### src/include/baseball_config.svh
// game constants; BB_HOLD_CYCLES is a short simulation value and must stay below 65536
`ifndef BASEBALL_CONFIG_SVH
`define BASEBALL_CONFIG_SVH

// scored guesses before the game is lost
`define BB_MAX_TRIES 10

// result hold time in clk cycles
`define BB_HOLD_CYCLES 64

// cycles each display position stays lit
`define BB_SCAN_DIV 4

// feedback taps 15, 13, 12, 10 of the 16-bit lfsr
`define BB_LFSR_TAPS 16'hB400

`endif
### src/verilog/display_pkg.sv
// seven-segment encodings; segments active high in gfedcba order, position selects active low
`default_nettype none

package display_pkg;

  typedef logic [6:0] seg_t;     // gfedcba
  typedef logic [7:0] seg_pos_t; // one low bit selects a position

  parameter seg_t DIGIT_GLYPH [0:9] = '{
    7'h3f, 7'h06, 7'h5b, 7'h4f, 7'h66,
    7'h6d, 7'h7d, 7'h07, 7'h7f, 7'h6f
  };

  parameter seg_t GLYPH_S = 7'h6d;
  parameter seg_t GLYPH_B = 7'h7c; // lower case b
  parameter seg_t BLANK   = 7'h00;

  parameter seg_pos_t POS_NONE = 8'hff;

  // codes above 9 show nothing
  function automatic seg_t digit_glyph(input logic [3:0] d);
    seg_t g;
    g = BLANK;
    if (d <= 4'd9) begin
      g = DIGIT_GLYPH[d];
    end
    return g;
  endfunction

endpackage

`default_nettype wire

### src/verilog/game_pkg.sv
// game types; guess and secret slot 0 is the leftmost digit, entered first
`default_nettype none

package game_pkg;

  typedef logic [3:0] digit_t; // decimal digit

  // guess as entered, fill counts stored slots
  typedef struct packed {
    digit_t [2:0] d;
    logic   [1:0] fill;
  } guess_t;

  typedef digit_t [2:0] secret_t;

  typedef logic [15:0] seed_t; // first seed digit in the top nibble

  typedef struct packed {
    logic [1:0] strikes;
    logic [1:0] balls;
  } score_t;

  typedef logic [3:0] try_cnt_t; // scored guesses so far

  typedef enum logic [1:0] {
    ENTRY,
    HOLD,
    WON,
    LOST
  } game_state_t;

endpackage

`default_nettype wire

### src/verilog/baseball_top.sv
// keypad strobes must be one cycle wide; LEDs and o_score are active high
`timescale 1ns/1ps
`default_nettype none

module baseball_top (
  input  wire                   clk,
  input  wire                   sharp_rst,
  input  wire [9:0]             i_numpad,
  input  wire                   i_star,
  input  wire                   i_seed_mode,
  output display_pkg::seg_t     o_seg,
  output display_pkg::seg_pos_t o_seg_pos,
  output logic [3:0]            o_seed_led,
  output logic                  o_win_led,
  output logic                  o_lose_led,
  output game_pkg::score_t      o_score,
  output logic                  o_score_valid
);
  import game_pkg::*;

  guess_t      guess;
  logic        submit;
  seed_t       seed;
  logic        seed_stb;
  logic [3:0]  seed_fill;
  secret_t     secret;
  logic        secret_stb;
  game_state_t state;
  logic        key_en;
  logic        clear;

  assign o_win_led  = (state == WON);
  assign o_lose_led = (state == LOST);
  assign o_seed_led = seed_fill;

  key_entry u_key_entry (
    .clk         (clk),
    .sharp_rst   (sharp_rst),
    .i_numpad    (i_numpad),
    .i_star      (i_star),
    .i_seed_mode (i_seed_mode),
    .i_key_en    (key_en),
    .i_clear     (clear),
    .o_guess     (guess),
    .o_submit    (submit),
    .o_seed      (seed),
    .o_seed_stb  (seed_stb),
    .o_seed_fill (seed_fill)
  );

  secret_gen u_secret_gen (
    .clk          (clk),
    .sharp_rst    (sharp_rst),
    .i_seed       (seed),
    .i_seed_stb   (seed_stb),
    .o_secret     (secret),
    .o_secret_stb (secret_stb)
  );

  round_judge u_round_judge (
    .clk           (clk),
    .sharp_rst     (sharp_rst),
    .i_guess       (guess),
    .i_submit      (submit),
    .i_secret      (secret),
    .i_secret_stb  (secret_stb),
    .o_score       (o_score),
    .o_score_valid (o_score_valid),
    .o_state       (state),
    .o_key_en      (key_en),
    .o_clear       (clear)
  );

  seg_scan u_seg_scan (
    .clk       (clk),
    .sharp_rst (sharp_rst),
    .i_guess   (guess),
    .i_score   (o_score),
    .i_state   (state),
    .o_seg     (o_seg),
    .o_seg_pos (o_seg_pos)
  );

endmodule

`default_nettype wire

### src/verilog/seg_scan.sv
// one position lit at a time, BB_SCAN_DIV cycles each; score digits show only during HOLD
`timescale 1ns/1ps
`default_nettype none
`include "baseball_config.svh"

module seg_scan (
  input  wire                   clk,
  input  wire                   sharp_rst,
  input  game_pkg::guess_t      i_guess,
  input  game_pkg::score_t      i_score,
  input  game_pkg::game_state_t i_state,
  output display_pkg::seg_t     o_seg,
  output display_pkg::seg_pos_t o_seg_pos
);
  import game_pkg::*;
  import display_pkg::*;

  localparam int DIV_W = $clog2(`BB_SCAN_DIV + 1);

  logic [DIV_W-1:0] div_cnt;
  logic [2:0]       pos;
  seg_t             glyph;
  logic             show_score;

  assign show_score = (i_state == HOLD);

  always_comb begin
    glyph = BLANK;
    case (pos)
      3'd7: if (i_guess.fill > 2'd0) glyph = digit_glyph(i_guess.d[0]);
      3'd6: if (i_guess.fill > 2'd1) glyph = digit_glyph(i_guess.d[1]);
      3'd5: if (i_guess.fill > 2'd2) glyph = digit_glyph(i_guess.d[2]);
      3'd3: if (show_score) glyph = digit_glyph({2'b00, i_score.strikes});
      3'd2: if (show_score) glyph = GLYPH_S;
      3'd1: if (show_score) glyph = digit_glyph({2'b00, i_score.balls});
      3'd0: if (show_score) glyph = GLYPH_B;
      default: glyph = BLANK; // position 4 unused
    endcase
  end

  always_ff @(posedge clk) begin
    if (!sharp_rst) begin
      div_cnt   <= '0;
      pos       <= 3'd7;
      o_seg     <= BLANK;
      o_seg_pos <= POS_NONE;
    end else begin
      if (div_cnt == DIV_W'(`BB_SCAN_DIV - 1)) begin
        div_cnt <= '0;
        pos     <= pos - 3'd1; // left to right
      end else begin
        div_cnt <= div_cnt + DIV_W'(1);
      end
      o_seg     <= glyph;
      o_seg_pos <= ~(seg_pos_t'(1) << pos);
    end
  end

endmodule

`default_nettype wire

### src/verilog/round_judge.sv
// submits outside ENTRY are dropped; hold counter is 16 bits wide
`timescale 1ns/1ps
`default_nettype none
`include "baseball_config.svh"

module round_judge (
  input  wire                   clk,
  input  wire                   sharp_rst,
  input  game_pkg::guess_t      i_guess,
  input  wire                   i_submit,
  input  game_pkg::secret_t     i_secret,
  input  wire                   i_secret_stb,
  output game_pkg::score_t      o_score,
  output logic                  o_score_valid,
  output game_pkg::game_state_t o_state,
  output logic                  o_key_en,
  output logic                  o_clear
);
  import game_pkg::*;

  localparam int HOLD_W = 16;

  game_state_t       state;
  try_cnt_t          tries;
  logic [HOLD_W-1:0] hold_cnt;
  logic              hold_done;
  score_t            score_now;

  always_comb begin
    score_now = '0;
    for (int i = 0; i < 3; i++) begin
      for (int j = 0; j < 3; j++) begin
        if (i_guess.d[i] == i_secret[j]) begin
          if (i == j) begin
            score_now.strikes = score_now.strikes + 2'd1;
          end else begin
            score_now.balls = score_now.balls + 2'd1;
          end
        end
      end
    end
  end

  assign hold_done = (hold_cnt == HOLD_W'(`BB_HOLD_CYCLES - 1));
  assign o_clear   = i_secret_stb | ((state == HOLD) && hold_done); // same edge as ENTRY
  assign o_key_en  = (state == ENTRY);
  assign o_state   = state;

  always_ff @(posedge clk) begin
    if (!sharp_rst) begin
      state         <= ENTRY;
      tries         <= '0;
      hold_cnt      <= '0;
      o_score       <= '0;
      o_score_valid <= 1'b0;
    end else begin
      o_score_valid <= 1'b0;
      if (i_secret_stb) begin
        state    <= ENTRY; // new game
        tries    <= '0;
        hold_cnt <= '0;
      end else begin
        case (state)
          ENTRY: begin
            if (i_submit) begin
              o_score       <= score_now;
              o_score_valid <= 1'b1;
              tries         <= tries + try_cnt_t'(1);
              hold_cnt      <= '0;
              if (score_now.strikes == 2'd3) begin
                state <= WON;
              end else if (tries == try_cnt_t'(`BB_MAX_TRIES - 1)) begin
                state <= LOST;
              end else begin
                state <= HOLD;
              end
            end
          end
          HOLD: begin
            hold_cnt <= hold_cnt + HOLD_W'(1);
            if (hold_done) begin
              state <= ENTRY;
            end
          end
          default: state <= state; // WON and LOST wait for reset or seed
        endcase
      end
    end
  end

endmodule

`default_nettype wire

### src/verilog/secret_gen.sv
// secret is 4, 2, 1 after reset; a new one appears two cycles after each seed strobe
`timescale 1ns/1ps
`default_nettype none
`include "baseball_config.svh"

module secret_gen (
  input  wire                 clk,
  input  wire                 sharp_rst,
  input  game_pkg::seed_t     i_seed,
  input  wire                 i_seed_stb,
  output game_pkg::secret_t   o_secret,
  output logic                o_secret_stb
);
  import game_pkg::*;

  localparam secret_t DEFAULT_SECRET = {4'd1, 4'd2, 4'd4}; // slot 0 holds 4

  seed_t lfsr;
  seed_t lfsr_next;
  logic  load_q;

  assign lfsr_next = {lfsr[14:0], ^(lfsr & `BB_LFSR_TAPS)};

  // maps 0..15 onto 1..9, and 9 wraps to 1
  function automatic digit_t wrap9(input digit_t v);
    digit_t r;
    r = (v % 4'd9) + 4'd1;
    return r;
  endfunction

  function automatic secret_t derive(input seed_t s);
    secret_t d;
    d[0] = wrap9(s[15:12]);
    d[1] = wrap9(s[11:8]);
    d[2] = wrap9(s[7:4]);
    for (int p = 0; p < 3; p++) begin
      if (d[0] == d[1]) begin
        d[0] = wrap9(d[0]);
      end
      if (d[0] == d[2]) begin
        d[0] = wrap9(d[0]);
      end
      if (d[1] == d[2]) begin
        d[1] = wrap9(d[1]);
      end
    end
    return d;
  endfunction

  always_ff @(posedge clk) begin
    if (!sharp_rst) begin
      lfsr         <= '0;
      load_q       <= 1'b0;
      o_secret     <= DEFAULT_SECRET;
      o_secret_stb <= 1'b0;
    end else begin
      load_q       <= i_seed_stb;
      o_secret_stb <= load_q;
      if (i_seed_stb) begin
        lfsr <= i_seed;
      end else if (load_q) begin
        lfsr     <= lfsr_next; // single shift per seed
        o_secret <= derive(lfsr_next);
      end
    end
  end

endmodule

`default_nettype wire

### src/verilog/key_entry.sv
// keypad strobes are single cycle with no back-pressure; play-mode keys need i_key_en high
`timescale 1ns/1ps
`default_nettype none

module key_entry (
  input  wire                 clk,
  input  wire                 sharp_rst,
  input  wire [9:0]           i_numpad,
  input  wire                 i_star,
  input  wire                 i_seed_mode,
  input  wire                 i_key_en,
  input  wire                 i_clear,
  output game_pkg::guess_t    o_guess,
  output logic                o_submit,
  output game_pkg::seed_t     o_seed,
  output logic                o_seed_stb,
  output logic [3:0]          o_seed_fill
);
  import game_pkg::*;

  digit_t last_digit;
  digit_t key_digit;
  logic   key_hit;
  logic   keys_on;
  logic   dup;
  logic   digit_ok;

  always_comb begin
    key_digit = '0;
    for (int i = 0; i < 10; i++) begin
      if (i_numpad[i]) begin
        key_digit = digit_t'(i);
      end
    end
  end

  assign key_hit = |i_numpad;
  assign keys_on = i_seed_mode | i_key_en; // seeding stays open after a win or loss

  // distinct-digit rule against the filled slots only
  assign dup = ((o_guess.fill > 2'd0) && (last_digit == o_guess.d[0])) ||
               ((o_guess.fill > 2'd1) && (last_digit == o_guess.d[1]));
  assign digit_ok = (last_digit != 4'd0) && !dup;

  always_ff @(posedge clk) begin
    if (!sharp_rst) begin
      last_digit  <= '0;
      o_guess     <= '0;
      o_submit    <= 1'b0;
      o_seed      <= '0;
      o_seed_stb  <= 1'b0;
      o_seed_fill <= '0;
    end else begin
      o_submit   <= 1'b0;
      o_seed_stb <= 1'b0;
      if (key_hit && keys_on) begin
        last_digit <= key_digit;
      end
      if (i_seed_mode) begin
        if (i_star) begin
          o_seed      <= {o_seed[11:0], last_digit};
          o_seed_fill <= (o_seed_fill == 4'hf) ? 4'b0001 : {o_seed_fill[2:0], 1'b1};
          o_seed_stb  <= (o_seed_fill == 4'b0111); // fourth digit
        end
      end else if (i_key_en && i_star) begin
        if (o_guess.fill == 2'd3) begin
          o_submit <= 1'b1;
        end else if (digit_ok) begin
          o_guess.d[o_guess.fill] <= last_digit;
          o_guess.fill            <= o_guess.fill + 2'd1;
        end
      end
      if (i_clear) begin
        o_guess    <= '0;
        last_digit <= '0;
      end
    end
  end

endmodule

`default_nettype wire

### config.mk
export PLATFORM = sky130hd
export DESIGN_NAME = baseball_top
export DESIGN_NICKNAME = d
export VERILOG_FILES = /design/src/verilog/display_pkg.sv /design/src/verilog/game_pkg.sv /design/src/verilog/baseball_top.sv /design/src/verilog/seg_scan.sv /design/src/verilog/round_judge.sv /design/src/verilog/secret_gen.sv /design/src/verilog/key_entry.sv
export VERILOG_INCLUDE_DIRS = /design/src /design/src/include
export SDC_FILE = /design/constraint.sdc
export NUM_CORES = 1
export LEC_CHECK = 0
export ABC_AREA = 1
export BUFFER_PORTS_ARGS = -buffer_cell sky130_fd_sc_hd__buf_4
export CAP_MARGIN = 10
export CELL_PAD_IN_SITES_DETAIL_PLACEMENT = 0
export CELL_PAD_IN_SITES_GLOBAL_PLACEMENT = 1
export CORE_MARGIN = 10
export CORE_UTILIZATION = 41
export DETAILED_ROUTE_END_ITERATION = 7
export PLACE_DENSITY_LB_ADDON = 0.1
export SYNTH_ARGS = -nofsm -noshare
export SYNTH_HDL_FRONTEND = slang
export SYNTH_SLANG_ARGS = --single-unit
### constraint.sdc
create_clock -name clk -period 7.8 [get_ports clk]
set_input_delay 1.17 -clock clk [delete_from_list [all_inputs] [get_ports clk]]
set_output_delay 1.17 -clock clk [all_outputs]
set_load 0.01 [all_outputs]
# Yosys cells after proc, flatten, opt, wreduce, memory -nomap -nowiden
# Memory sizes are Yosys's and may differ from the RTL's.
# Cells that the tools add are included.
dict set report word_totals {
  ff_bits 118
  rom_bits 560
  input_bits 14
  wordCells 251
  n_memories 5
}
dict set report op_classes {
  add_sub_neg 25
  div 12
  order_cmp 15
  n_eq_ne 38
  shift 1
  muxes 86
  n_bitwise 15
  n_reduce_logical 29
}
# name words width read_ports rd_ports_with_merged_regs write_ports line_no
set memory_table {}
lappend memory_table {{(no name shown)} 16 7 1 0 0 display_pkg.sv:25} ;# g = DIGIT_GLYPH[d];
lappend memory_table {{(no name shown)} 16 7 1 0 0 display_pkg.sv:25}
lappend memory_table {{(no name shown)} 16 7 1 0 0 display_pkg.sv:25}
lappend memory_table {{(no name shown)} 16 7 1 0 0 display_pkg.sv:25}
lappend memory_table {{(no name shown)} 16 7 1 0 0 display_pkg.sv:25}
# op count
set ops {}
lappend ops {{$mux W7} 22}
lappend ops {{$mux W4} 36}
lappend ops {{$eq A4 B4 Y1} 20}
lappend ops {{$add A4 B1 Y4 const B} 13}
lappend ops {{$pmux W7 S7} 1}
lappend ops {{$mod A4 B4 Y4 const B} 12}
lappend ops {{$mux W16} 3}
lappend ops {{$pmux W16 S2} 1}
lappend ops {{$ge A5 B5 Y1 const B} 5}
lappend ops {{$mux W2} 12}
lappend ops {{$add A16 B1 Y16 const B} 1}
lappend ops {{$add A2 B1 Y2 const B} 8}
lappend ops {{$eq A16 B6 Y1 const B} 1}
lappend ops {{$reduce_xor A16 Y1} 1}
lappend ops {{$mux W3} 5}
lappend ops {{$not A4 Y5} 3}
lappend ops {{$bwmux W12} 1}
lappend ops {{$le A4 B4 Y1 const B} 3}
lappend ops {{$not A2 Y5} 2}
lappend ops {{$reduce_or A10 Y1} 1}
lappend ops {{$eq A3 B2 Y1 const B} 3}
lappend ops {{$eq A3 B3 Y1 const B} 3}
lappend ops {{$reduce_and A3 Y1} 3}
lappend ops {{$demux W4 S2} 1}
lappend ops {{31 further kinds} 60}

# Logic depth before layout (Yosys ltp)
# Gate-level depths: netlist of the first run.
dict set report depth {
  ltp_word 35
  ltp_mapped 70
  mapped_depth_nobuf 70
}

# By module
# From an unflattened synthesis of the first run, not the netlist that was laid out.
dict set report unflattened {
  hier_cells 1627
  area_unflattened_um2 10276.1
}
# module n_inst cells_each area_each_um2 seq_area_each_um2
set modules_own_cells {}
lappend modules_own_cells {secret_gen 1 803 4630.7 600.6}
lappend modules_own_cells {round_judge 1 307 2034.5 540.5}
lappend modules_own_cells {key_entry 1 264 1929.4 800.8}
lappend modules_own_cells {seg_scan 1 249 1664.1 420.4}
lappend modules_own_cells {baseball_top 1 4 17.5 0.0}

# Worst setup path after synthesis of the first run
# Ideal clock, no wire load.
dict set report synth_timing {
  kind {flip-flop to flip-flop}
  from {register u_secret_gen.lfsr[7]}
  to {register u_secret_gen.o_secret[1] (netlist name)}
  t_arrival_ps 8246
  required_ps 7668
  slack_ps -578
  stages_incl_launch_ff 64
  path_cell_list {dfxtp_1 -> inv_1 -> ha_1 -> nand2_1 -> nand2_1 -> nand3_1 -> nand2_1 -> ha_1 -> nand3b_1 -> nand3_2 -> nor2_8 -> nand2_4 -> nand2_1 -> nand2_1 -> ha_1 -> nor2_1 -> nand3_2 -> nand2_1 -> (+28 left out) -> inv_1 -> nor2_1 -> nand3_2 -> nand3_2 -> nand2_1 -> nand2_1 -> ha_1 -> o21ai_2 -> ha_1 -> inv_1 -> nor2_1 -> nand2_1 -> nand2_1 -> nand2_1 -> nand2_1 -> ha_1 -> o211ai_1 -> a21oi_1}
}
dict set report synth_via {
  elab_chain_cells 34
  elab_cells_between_ends 53
  classes_between {8 x add/sub; 8 x div; 8 x eq/ne; 29 x mux}
}
# element line_no
set synth_lines {}
lappend synth_lines {{start: declaration} secret_gen.sv:18} ;# seed_t lfsr;
lappend synth_lines {{start signal: assignment} secret_gen.sv:60} ;# lfsr <= i_seed;
lappend synth_lines {{start signal: assignment} secret_gen.sv:62} ;# lfsr <= lfsr_next;
lappend synth_lines {{$mod A4 B4 Y4 (*)} secret_gen.sv:27} ;# r = (v % 4'd9) + 4'd1;
lappend synth_lines {{$add A4 B1 Y4 (*)} secret_gen.sv:27}
lappend synth_lines {{$eq A4 B4 Y1} secret_gen.sv:37} ;# if (d[0] == d[1]) begin
lappend synth_lines {{$mux W4} secret_gen.sv:37}
lappend synth_lines {{$mux W4} secret_gen.sv:61} ;# end else if (load_q) begin
lappend synth_lines {{$mux W4} secret_gen.sv:59} ;# if (i_seed_stb) begin
lappend synth_lines {{$mux W4} secret_gen.sv:51} ;# if (!sharp_rst) begin
lappend synth_lines {{$mod A4 B4 Y4} secret_gen.sv:27}
lappend synth_lines {{(+18 left out)} -}
lappend synth_lines {{$add A4 B1 Y4} secret_gen.sv:27}
lappend synth_lines {{$mux W4 (*)} secret_gen.sv:37}
lappend synth_lines {{$mux W4 (*)} secret_gen.sv:61}
lappend synth_lines {{$mux W4 (*)} secret_gen.sv:59}
lappend synth_lines {{$mux W4 (*)} secret_gen.sv:51}
lappend synth_lines {{$mod A4 B4 Y4} secret_gen.sv:27}
lappend synth_lines {{$add A4 B1 Y4} secret_gen.sv:27}
lappend synth_lines {{$mux W4 (*)} secret_gen.sv:40} ;# if (d[0] == d[2]) begin
lappend synth_lines {{end signal: assignment} secret_gen.sv:63} ;# o_secret <= derive(lfsr_next);
lappend synth_lines {{end: declaration} secret_gen.sv:11} ;# output game_pkg::secret_t o_secret,
# Mark *: on every way between the ends. The rest lies on a longest branch, timed or not. The select of a mux whose other input is x is not followed.
# A chain may end at the register's enable or synchronous reset.

# Worst setup path in the final report of the first run
dict set report layout_timing {
  from {register u_secret_gen.lfsr[12]}
  to {register u_secret_gen.o_secret[3] (netlist name)}
}
dict set report layout_via {
  elab_chain_cells 35
  elab_cells_between_ends 41
  classes_between {7 x add/sub; 7 x div; 6 x eq/ne; 21 x mux}
}
# element line_no
set layout_lines {}
lappend layout_lines {{$mod A4 B4 Y4 (*)} secret_gen.sv:27}
lappend layout_lines {{$add A4 B1 Y4 (*)} secret_gen.sv:27}
lappend layout_lines {{$mod A4 B4 Y4} secret_gen.sv:27}
lappend layout_lines {{$add A4 B1 Y4} secret_gen.sv:27}
lappend layout_lines {{$mux W4 (*)} secret_gen.sv:37}
lappend layout_lines {{$mux W4 (*)} secret_gen.sv:61}
lappend layout_lines {{$mux W4 (*)} secret_gen.sv:59}
lappend layout_lines {{$mux W4 (*)} secret_gen.sv:51}
lappend layout_lines {{(+19 left out)} -}
lappend layout_lines {{$add A4 B1 Y4} secret_gen.sv:27}
lappend layout_lines {{$mux W4 (*)} secret_gen.sv:37}
lappend layout_lines {{$mux W4 (*)} secret_gen.sv:61}
lappend layout_lines {{$mux W4 (*)} secret_gen.sv:59}
lappend layout_lines {{$mux W4 (*)} secret_gen.sv:51}
lappend layout_lines {{$mod A4 B4 Y4} secret_gen.sv:27}
lappend layout_lines {{$add A4 B1 Y4} secret_gen.sv:27}
lappend layout_lines {{$mux W4 (*)} secret_gen.sv:40}
# Marks and branches as above.

==> results of run 1 <==
[final cells by class]
class	instances	area [µm²]	share of cell area (%)
Multi-Input combinational cell	1090	6917	56.96
Sequential cell	118	2371	19.53
Timing Repair Buffer	144	1115	9.181
Clock buffer	17	425.4	3.503
Inverter	212	807.0	6.646
Clock inverter	14	151.4	1.247
Tap cell	285	356.6	2.937
[worst max-delay path: cells and delay by family (launching register included)]
kind	cells	cell delay [ps]
compound gates	3	370
xor+xnor	1	180
fa+ha+maj	11	2140
buf+inv	9	620
flops	1	360
simple gates	39	3940
[stage by stage]
step	setup WS, ps	std cells	hold slack [ps]
after floorplan	1.195	1453	399.0
after global placement	-48.88	1817	411.7
after detailed placement	-271.1	1817	421.7
after CTS	19.37	1871	430.2
after global routing	-469.5	1880	450.5
final	41.47	1880	431.2
[metal layers]
layer | up-vias | global-route usage [%] | wire length (µm)
li1 | 4988 | - | -
met1 | 4377 | 23.05 | 12590
met2 | 144 | 29.51 | 12720
met3 | 28 | 2.554 | 818
met4 | 0 | 4.835 | 348
met5 | - | 0 | 0
[worst min path at each step]
stage	startpoint	endpoint	slack, ps
finish	u_seg_scan.div_cnt[0]$_SDFF_PP0_	u_seg_scan.div_cnt[0]$_SDFF_PP0_	430
detailed placement	u_seg_scan.div_cnt[0]$_SDFF_PP0_	u_seg_scan.div_cnt[0]$_SDFF_PP0_	420
global placement	u_seg_scan.div_cnt[0]$_SDFF_PP0_	u_seg_scan.div_cnt[0]$_SDFF_PP0_	410
floorplan	u_seg_scan.div_cnt[0]$_SDFF_PP0_	u_seg_scan.div_cnt[0]$_SDFF_PP0_	400
global route	u_seg_scan.div_cnt[0]$_SDFF_PP0_	u_seg_scan.div_cnt[0]$_SDFF_PP0_	450
CTS	u_seg_scan.div_cnt[0]$_SDFF_PP0_	u_seg_scan.div_cnt[0]$_SDFF_PP0_	430
[registers in the layout, indices dropped and copies added, names as in the netlist, 2 cells and up]
register	cells
u_key_entry.o_guess	14
u_round_judge.o_score	4
u_seg_scan.o_seg	7
u_round_judge.tries	4
u_round_judge.hold_cnt	16
u_seg_scan.pos	3
u_seg_scan.o_seg_pos	8
u_key_entry.last_digit	4
u_secret_gen.o_secret	12
u_secret_gen.lfsr	16
u_key_entry.o_seed	16
u_round_judge.o_state	2
u_key_entry.o_seed_fill	4
u_seg_scan.div_cnt	3
[cells by family (layout without fill, tap and decap cells)]
family / count (synthesis) / after routing / synth area share [%]
AOI/OAI and AO/OA: 242 / 242 / 14.63
xor gates and xnor gates: 64 / 64 / 6.323
adders and majority gates: 69 / 69 / 9.101
buffers and inverters: 245 / 387 / 9.735
DFF: 118 / 118 / 24.97
and+or+nand+nor: 715 / 715 / 35.24
[Yosys cell counts, types with 2 or more instances]
| library cell | count |
|---|---|
| nor3_1 | 10 |
| o31ai_1 | 2 |
| nand2_4 | 10 |
| nand3_1 | 124 |
| nor2_2 | 5 |
| nand4_1 | 21 |
| o21ai_1 | 3 |
| inv_2 | 10 |
| inv_1 | 197 |
| nand3_2 | 11 |
| a221oi_1 | 5 |
| a211oi_1 | 3 |
| a2111oi_0 | 2 |
| xor2_1 | 30 |
| nand2_1 | 348 |
| a22oi_1 | 5 |
| nor2_4 | 5 |
| nor4_1 | 10 |
| o211ai_1 | 6 |
| o21a_1 | 5 |
| or2_2 | 7 |
| o21ai_0 | 99 |
| a31oi_1 | 9 |
| a21oi_1 | 78 |
| xnor2_1 | 32 |
| nor2_1 | 110 |
| nand2_2 | 35 |
| clkinv_1 | 5 |
| clkbuf_1 | 31 |
| o21ai_2 | 4 |
| a41oi_1 | 2 |
| ha_1 | 68 |
| and3_1 | 5 |
| dfxtp_1 | 118 |
| o22ai_1 | 9 |
| o221ai_1 | 2 |
| nand3b_1 | 6 |
[power by group through the flow]
stage	clock [µW]	combinational (µW)	sequential [µW]
finish	771	116	641
detailed placement	0	115	654
CTS	787	116	641
global placement	0	115	654
floorplan	0	82.1	645
global route	818	134	643
[what timing repair did]
action	CTS	global route
endpoints found under the setup margin	4	4
pin swaps	44	75
cloned	0	0
gates resized for setup	36	112
setup buffers	23	13
hold buffers	0	0
==> flow_summary.json, run 1 <==
{
  "slew-limit-headroom_pct": 20.81,
  "finClkSkew_ps": 12.95,
  "irDropWorstVdd_mv": 0.1264,
  "synth_fp_nets": 1535,
  "synthToLayoutAreaGrowth_pct": 28.37,
  "drive_above_1_share_pct": 24.39,
  "clock.fmax_mhz": 128.9,
  "cts_tree": "built",
  "diodes": 0,
  "ys.flop_type": "dfxtp_1",
  "ys_types": 58,
  "grt_pass1_wl_um": 43200,
  "p_leak_uw": 0.005511,
  "yosysWarnings": 0,
  "critical_path.max_fanout": 6,
  "syn-cell-area_um2": 9459,
  "root_buffer": "clkbuf_16",
  "finalPower_uw": 1528,
  "ant_nets": 0,
  "startpoint_type": "register",
  "synth_seq_area_share_pct": 24.97,
  "rr_startpoint": "u_secret_gen.lfsr[12]$_SDFFE_PN0P_",
  "p_int_uw": 1138,
  "core_area_um2": 22640,
  "htreeDepth": 4,
  "cp-startpoint": "u_secret_gen.lfsr[12]$_SDFFE_PN0P_",
  "regToRegSetupSlack_ps": 40,
  "drv_slew": 0,
  "final_area_um2": 12140,
  "crit_end": "u_secret_gen.o_secret[3]$_SDFFE_PN0P_",
  "r2r-end": "u_secret_gen.o_secret[3]$_SDFFE_PN0P_",
  "post-synth-top-area-cell": "dfxtp_1",
  "die-area_um2": 29550,
  "crit_top_cell": "ha_4",
  "rsz0062_at_grt": "yes",
  "crit_type": "reg2reg",
  "final_nets": 1665,
  "vias_per_cell": 5.073,
  "ys_ff_latch": 118,
  "grt_overflow": 0,
  "grt_pass1_vias": 8823,
  "pwr-share-seq_pct": 41.9,
  "hold_viol_final": 0,
  "place_congestion": 0.8833,
  "crit_path_top_delay_cell": "dfxtp_2",
  "numCtsBuffers": 17,
  "cp.arrival_ps": 8040,
  "maxCapViolCount": 0,
  "path_clk_slew_ps": 60,
  "ios": 40,
  "fin_setup_tns_ps": 0,
  "power_frac_clock_pct": 50.4,
  "final_core_util_pct": 53.63,
  "vias": 9537,
  "r2r_cells": 63,
  "gr-usage-all-layers_pct": 17.62,
  "clock_path_buffers": 2,
  "power_switching_uw": 390.3,
  "final_common_cell": "nand2_1",
  "synth_area_leaders": "dfxtp_1 (25%), nand2_1 (14%), ha_1 (9.0%)",
  "clock_sinks": 118,
  "fp-row-count": 55,
  "drc": 0,
  "drt_wl_total_um": 26470,
  "required_ps": 8090,
  "drt_iter0_drc": 495,
  "combPwrFrac_pct": 7.6,
  "die_w_um": 171.9,
  "min_period_ps": 7759,
  "p_per_area_nw_per_um2": 125.9,
  "switching_share_pct": 25.54,
  "crit_path_max_incr_delay_ps": 360,
  "clk_latency_ps": 420,
  "avgSynthCellArea_um2": 6.510,
  "die_y_um": 171.9,
  "grt_max_degree": 53,
  "setup_viol": 0,
  "n_fill_cell": 2245,
  "end_kind": "register",
  "grt_antenna_before_repair": 0,
  "async_flop_share_pct": 0,
  "io_buffers": 39,
  "layout_common_cells": "nand2_1 (299), inv_1 (183), buf_4 (135)",
  "wire_per_inst_um": 14.08,
  "synth_edf_count": 0,
  "tightest_slew_ps": 1173,
  "syn_inst": 1453,
  "post-route-period-util_pct": 99.47,
  "place_hpwl_um": 19420,
  "drt_pass1_iterations": 5,
  "hold_class": "reg2reg",
  "initial_utilization_pct": 41.78,
  "whs_path_depth": 1,
  "status": "finished, final reports clean",
  "synth_top_area_share_pct": 24.97,
  "place_area_um2": 10660
}
Power figures use the tool's default switching activity.
==> inputs of run 2 (changes only) <==
--- a/config.mk
+++ b/config.mk
@@ -6,13 +6,12 @@
 export SDC_FILE = /design/constraint.sdc
 export NUM_CORES = 1
 export LEC_CHECK = 0
-export ABC_AREA = 1
 export BUFFER_PORTS_ARGS = -buffer_cell sky130_fd_sc_hd__buf_4
 export CAP_MARGIN = 10
 export CELL_PAD_IN_SITES_DETAIL_PLACEMENT = 0
 export CELL_PAD_IN_SITES_GLOBAL_PLACEMENT = 1
 export CORE_MARGIN = 10
-export CORE_UTILIZATION = 41
+export CORE_UTILIZATION = 43
 export DETAILED_ROUTE_END_ITERATION = 7
 export PLACE_DENSITY_LB_ADDON = 0.1
 export SYNTH_ARGS = -nofsm -noshare
==> run 2 against run 1 <==
Compared with the run above: power rose by 3.1%; the run now ends with setup timing left; critical path depth fell by 13; fmax fell by 18%; utilization rose by 5.1 points; combinational power fell by 40%; highest routed layer unchanged; area after synthesis rose by 5.7%; wire length rose by 2.8%; largest power group unchanged; worst hold slack got worse by 5.6 ps; non-clock buffer count rose by 124; first-iteration DRC count fell by 1.8%; via count rose by 2.1%; clock power rose by 15%.
==> flow_summary.json, run 2 <==
{
  "finClkSkew_ps": 12.78,
  "critical_path.max_fanout": 5,
  "violations": "setup timing",
  "synth_edf_count": 0,
  "synth_top_area_share_pct": 23.63,
  "grt_pass1_vias": 9357,
  "final_nets": 1581,
  "async_flop_share_pct": 0,
  "fin_setup_tns_ps": -6444,
  "drv_slew": 0,
  "clock_sinks": 118,
  "die-area_um2": 29750,
  "post-synth-top-area-cell": "dfxtp_1",
  "grt_max_degree": 72,
  "avgSynthCellArea_um2": 7.847,
  "rr_startpoint": "u_secret_gen.lfsr[7]$_SDFFE_PN0P_",
  "netlist_top_cells_count": "nand2_1 (142), dfxtp_1 (118), nor2_1 (112), xnor2_1 (81), o21ai_0 (69)",
  "grt_pass1_wl_um": 45330,
  "hold_viol_final": 0,
  "p_int_uw": 1221,
  "clock.fmax_mhz": 105.7,
  "yosysWarnings": 0,
  "layout_common_cells": "buf_4 (267), nand2_1 (139), dfxtp_1 (116)",
  "cp-startpoint": "u_secret_gen.lfsr[7]$_SDFFE_PN0P_",
  "combPwrFrac_pct": 4.4,
  "maxCapViolCount": 0,
  "gr-usage-all-layers_pct": 18.23,
  "grt_antenna_before_repair": 0,
  "synth_area_leaders": "dfxtp_1 (24%), ha_1 (8.5%), xnor2_1 (7.1%)",
  "diodes": 0,
  "dp_worst_setup_slack_ps": -1993,
  "drive_above_1_share_pct": 27.78,
  "fp-row-count": 55,
  "place_hpwl_um": 20790,
  "htreeDepth": 4,
  "synth_fp_nets": 1356,
  "min_period_ps": 9459,
  "hold_class": "reg2reg",
  "ys_types": 99,
  "required_ps": 8150,
  "crit_top_cell": "ha_4",
  "worstHoldStart": "u_seg_scan.div_cnt[0]$_SDFF_PP0_",
  "final_core_util_pct": 58.74,
  "ys.flop_type": "dfxtp_1",
  "status": "complete, but fails checks",
  "crit_path_top_delay_cell": "or4b_1",
  "crit_path_max_incr_delay_ps": 450,
  "end_kind": "register",
  "cts_hold_buf": 0,
  "ios": 40,
  "ys_ff_latch": 118,
  "p_leak_uw": 0.005438,
  "clk_latency_ps": 420,
  "root_buffer": "clkbuf_16",
  "regArea_um2": 2370,
  "drt_pass1_iterations": 5,
  "wire_per_inst_um": 14.91,
  "syn-cell-area_um2": 9997,
  "die_w_um": 172.5,
  "startpoint_type": "register",
  "drt_iter0_drc": 486,
  "grt_overflow": 0,
  "reg_top3": "u_key_entry.o_seed (16), u_round_judge.hold_cnt (16), u_secret_gen.lfsr (16)",
  "n_fill_cell": 2132,
  "tightest_slew_ps": 1079,
  "cp.arrival_ps": 9810,
  "crit_type": "reg2reg",
  "drc": 0,
  "path_clk_slew_ps": 60,
  "vias_per_cell": 5.336,
  "finalPower_uw": 1576,
  "power_frac_clock_pct": 56.1,
  "clock_path_buffers": 2,
  "synthMostInstantiatedCell": "nand2_1",
  "ant_nets": 0,
  "switching_share_pct": 22.50,
  "post-route-period-util_pct": 121.3,
  "initial_utilization_pct": 43.89,
  "vias": 9739,
  "place_congestion": 0.8688,
  "irDropWorstVdd_mv": 0.1347,
  "die_y_um": 172.5,
  "p_per_area_nw_per_um2": 117.8,
  "io_buffers": 39,
  "multiInputGateArea_um2": 7689,
  "numCtsBuffers": 17,
  "fin_ws_ps": -1659,
  "synth_seq_area_share_pct": 23.63,
  "core_area_um2": 22780,
  "slew-limit-headroom_pct": 27.10,
  "setup_viol": 4,
  "final_common_cell": "buf_4",
  "rsz0062_at_grt": "yes",
  "pwr-share-seq_pct": 39.5,
  "synthToLayoutAreaGrowth_pct": 33.83,
  "cts_tree": "built",
  "syn_inst": 1274,
  "power_switching_uw": 354.6,
  "drt_wl_total_um": 27210
}
## run 2: changes by cell type after synthesis, sizes merged, moves of 30 or more
cell / before / now
nand2: 393 / 142
a21oi: 79 / 49
mux2i: 0 / 47
inv: 207 / 62
xnor2: 33 / 83
o21ai: 107 / 76
nand3: 136 / 52
## run 2: kinds of logic after synthesis
family,count (synthesis),share of synthesized area [%]
and+or+nand+nor,489,24.63
AOI/OAI and AO/OA,300,21.16
buffers and inverters,127,4.956
DFF,118,23.63
xor gates and xnor gates,113,10.86
adders and majority gates,69,8.611
muxes,58,6.145
## run 2: final timing paths
| kind | endpoint | slack [ps] | cells past startpoint |
|---|---|---|---|
| max | u_secret_gen.o_secret[3]$_SDFFE_PN0P_ | -1660 | 50 |
| min | u_seg_scan.div_cnt[0]$_SDFF_PP0_ | 430 | 1 |
| max reg2reg | u_secret_gen.o_secret[3]$_SDFFE_PN0P_ | -1660 | 50 |
| min reg2reg | u_seg_scan.div_cnt[0]$_SDFF_PP0_ | 430 | 1 |
## run 2: worst max-delay path: cells and delay by family (launching register included)
kind,cells,cell delay [ps]
AND/OR/NAND/NOR,15,2700
adder cells (fa/ha/maj),9,2020
AO/OA/AOI/OAI,11,1830
multiplexers,6,1710
buffers and inverters,7,540
flip-flops,1,360
XOR/XNOR,2,270
## run 2: cell type report
cell class | instances | share of cell area, %
sequential | 118 | 17.71
inverter | 65 | 1.889
clock buffer | 19 | 3.311
multi-input combinational | 1029 | 57.47
timing repair buffer | 268 | 15.07
clock inverter | 13 | 1.627
tap | 313 | 2.927
## run 2: metrics by stage
step           instances  hold slack [ps]  area [µm²]
2_1_floorplan       1274            399.2       10320
3_3_place_gp        1779            408.0       12360
3_5_place_dp        1779            420.1       12360
4_1_cts             1819            428.3       13270
5_1_grt             1825            459.4       13380
6_report            1825            425.6       13380
## run 2: metal layers
metal / track usage, % / part of all wire (%) / up-vias
met2: 30.56 / 47 / 106
met3: 2.531 / 2.3 / 14
met4: 2.549 / 0.49 / 0
li1: - / - / 4985
met1: 24.75 / 51 / 4634
met5: 0 / 0 / -
## run 2: power by group through the flow
| stage | Clock, µW | Combinational, µW | Sequential [µW] |
|---|---|---|---|
| floorplan | 0 | 50.4 | 631 |
| global placement | 0 | 69.0 | 636 |
| detailed placement | 0 | 70.3 | 636 |
| CTS | 898 | 70.8 | 623 |
| global route | 921 | 79.0 | 623 |
| finish | 884 | 69.9 | 622 |
## run 2: what timing repair did
item,4_1_cts,5_1_grt
buffers inserted,8,6
pin swaps,30,14
gates resized for setup,30,13
endpoints found under the setup margin,4,4
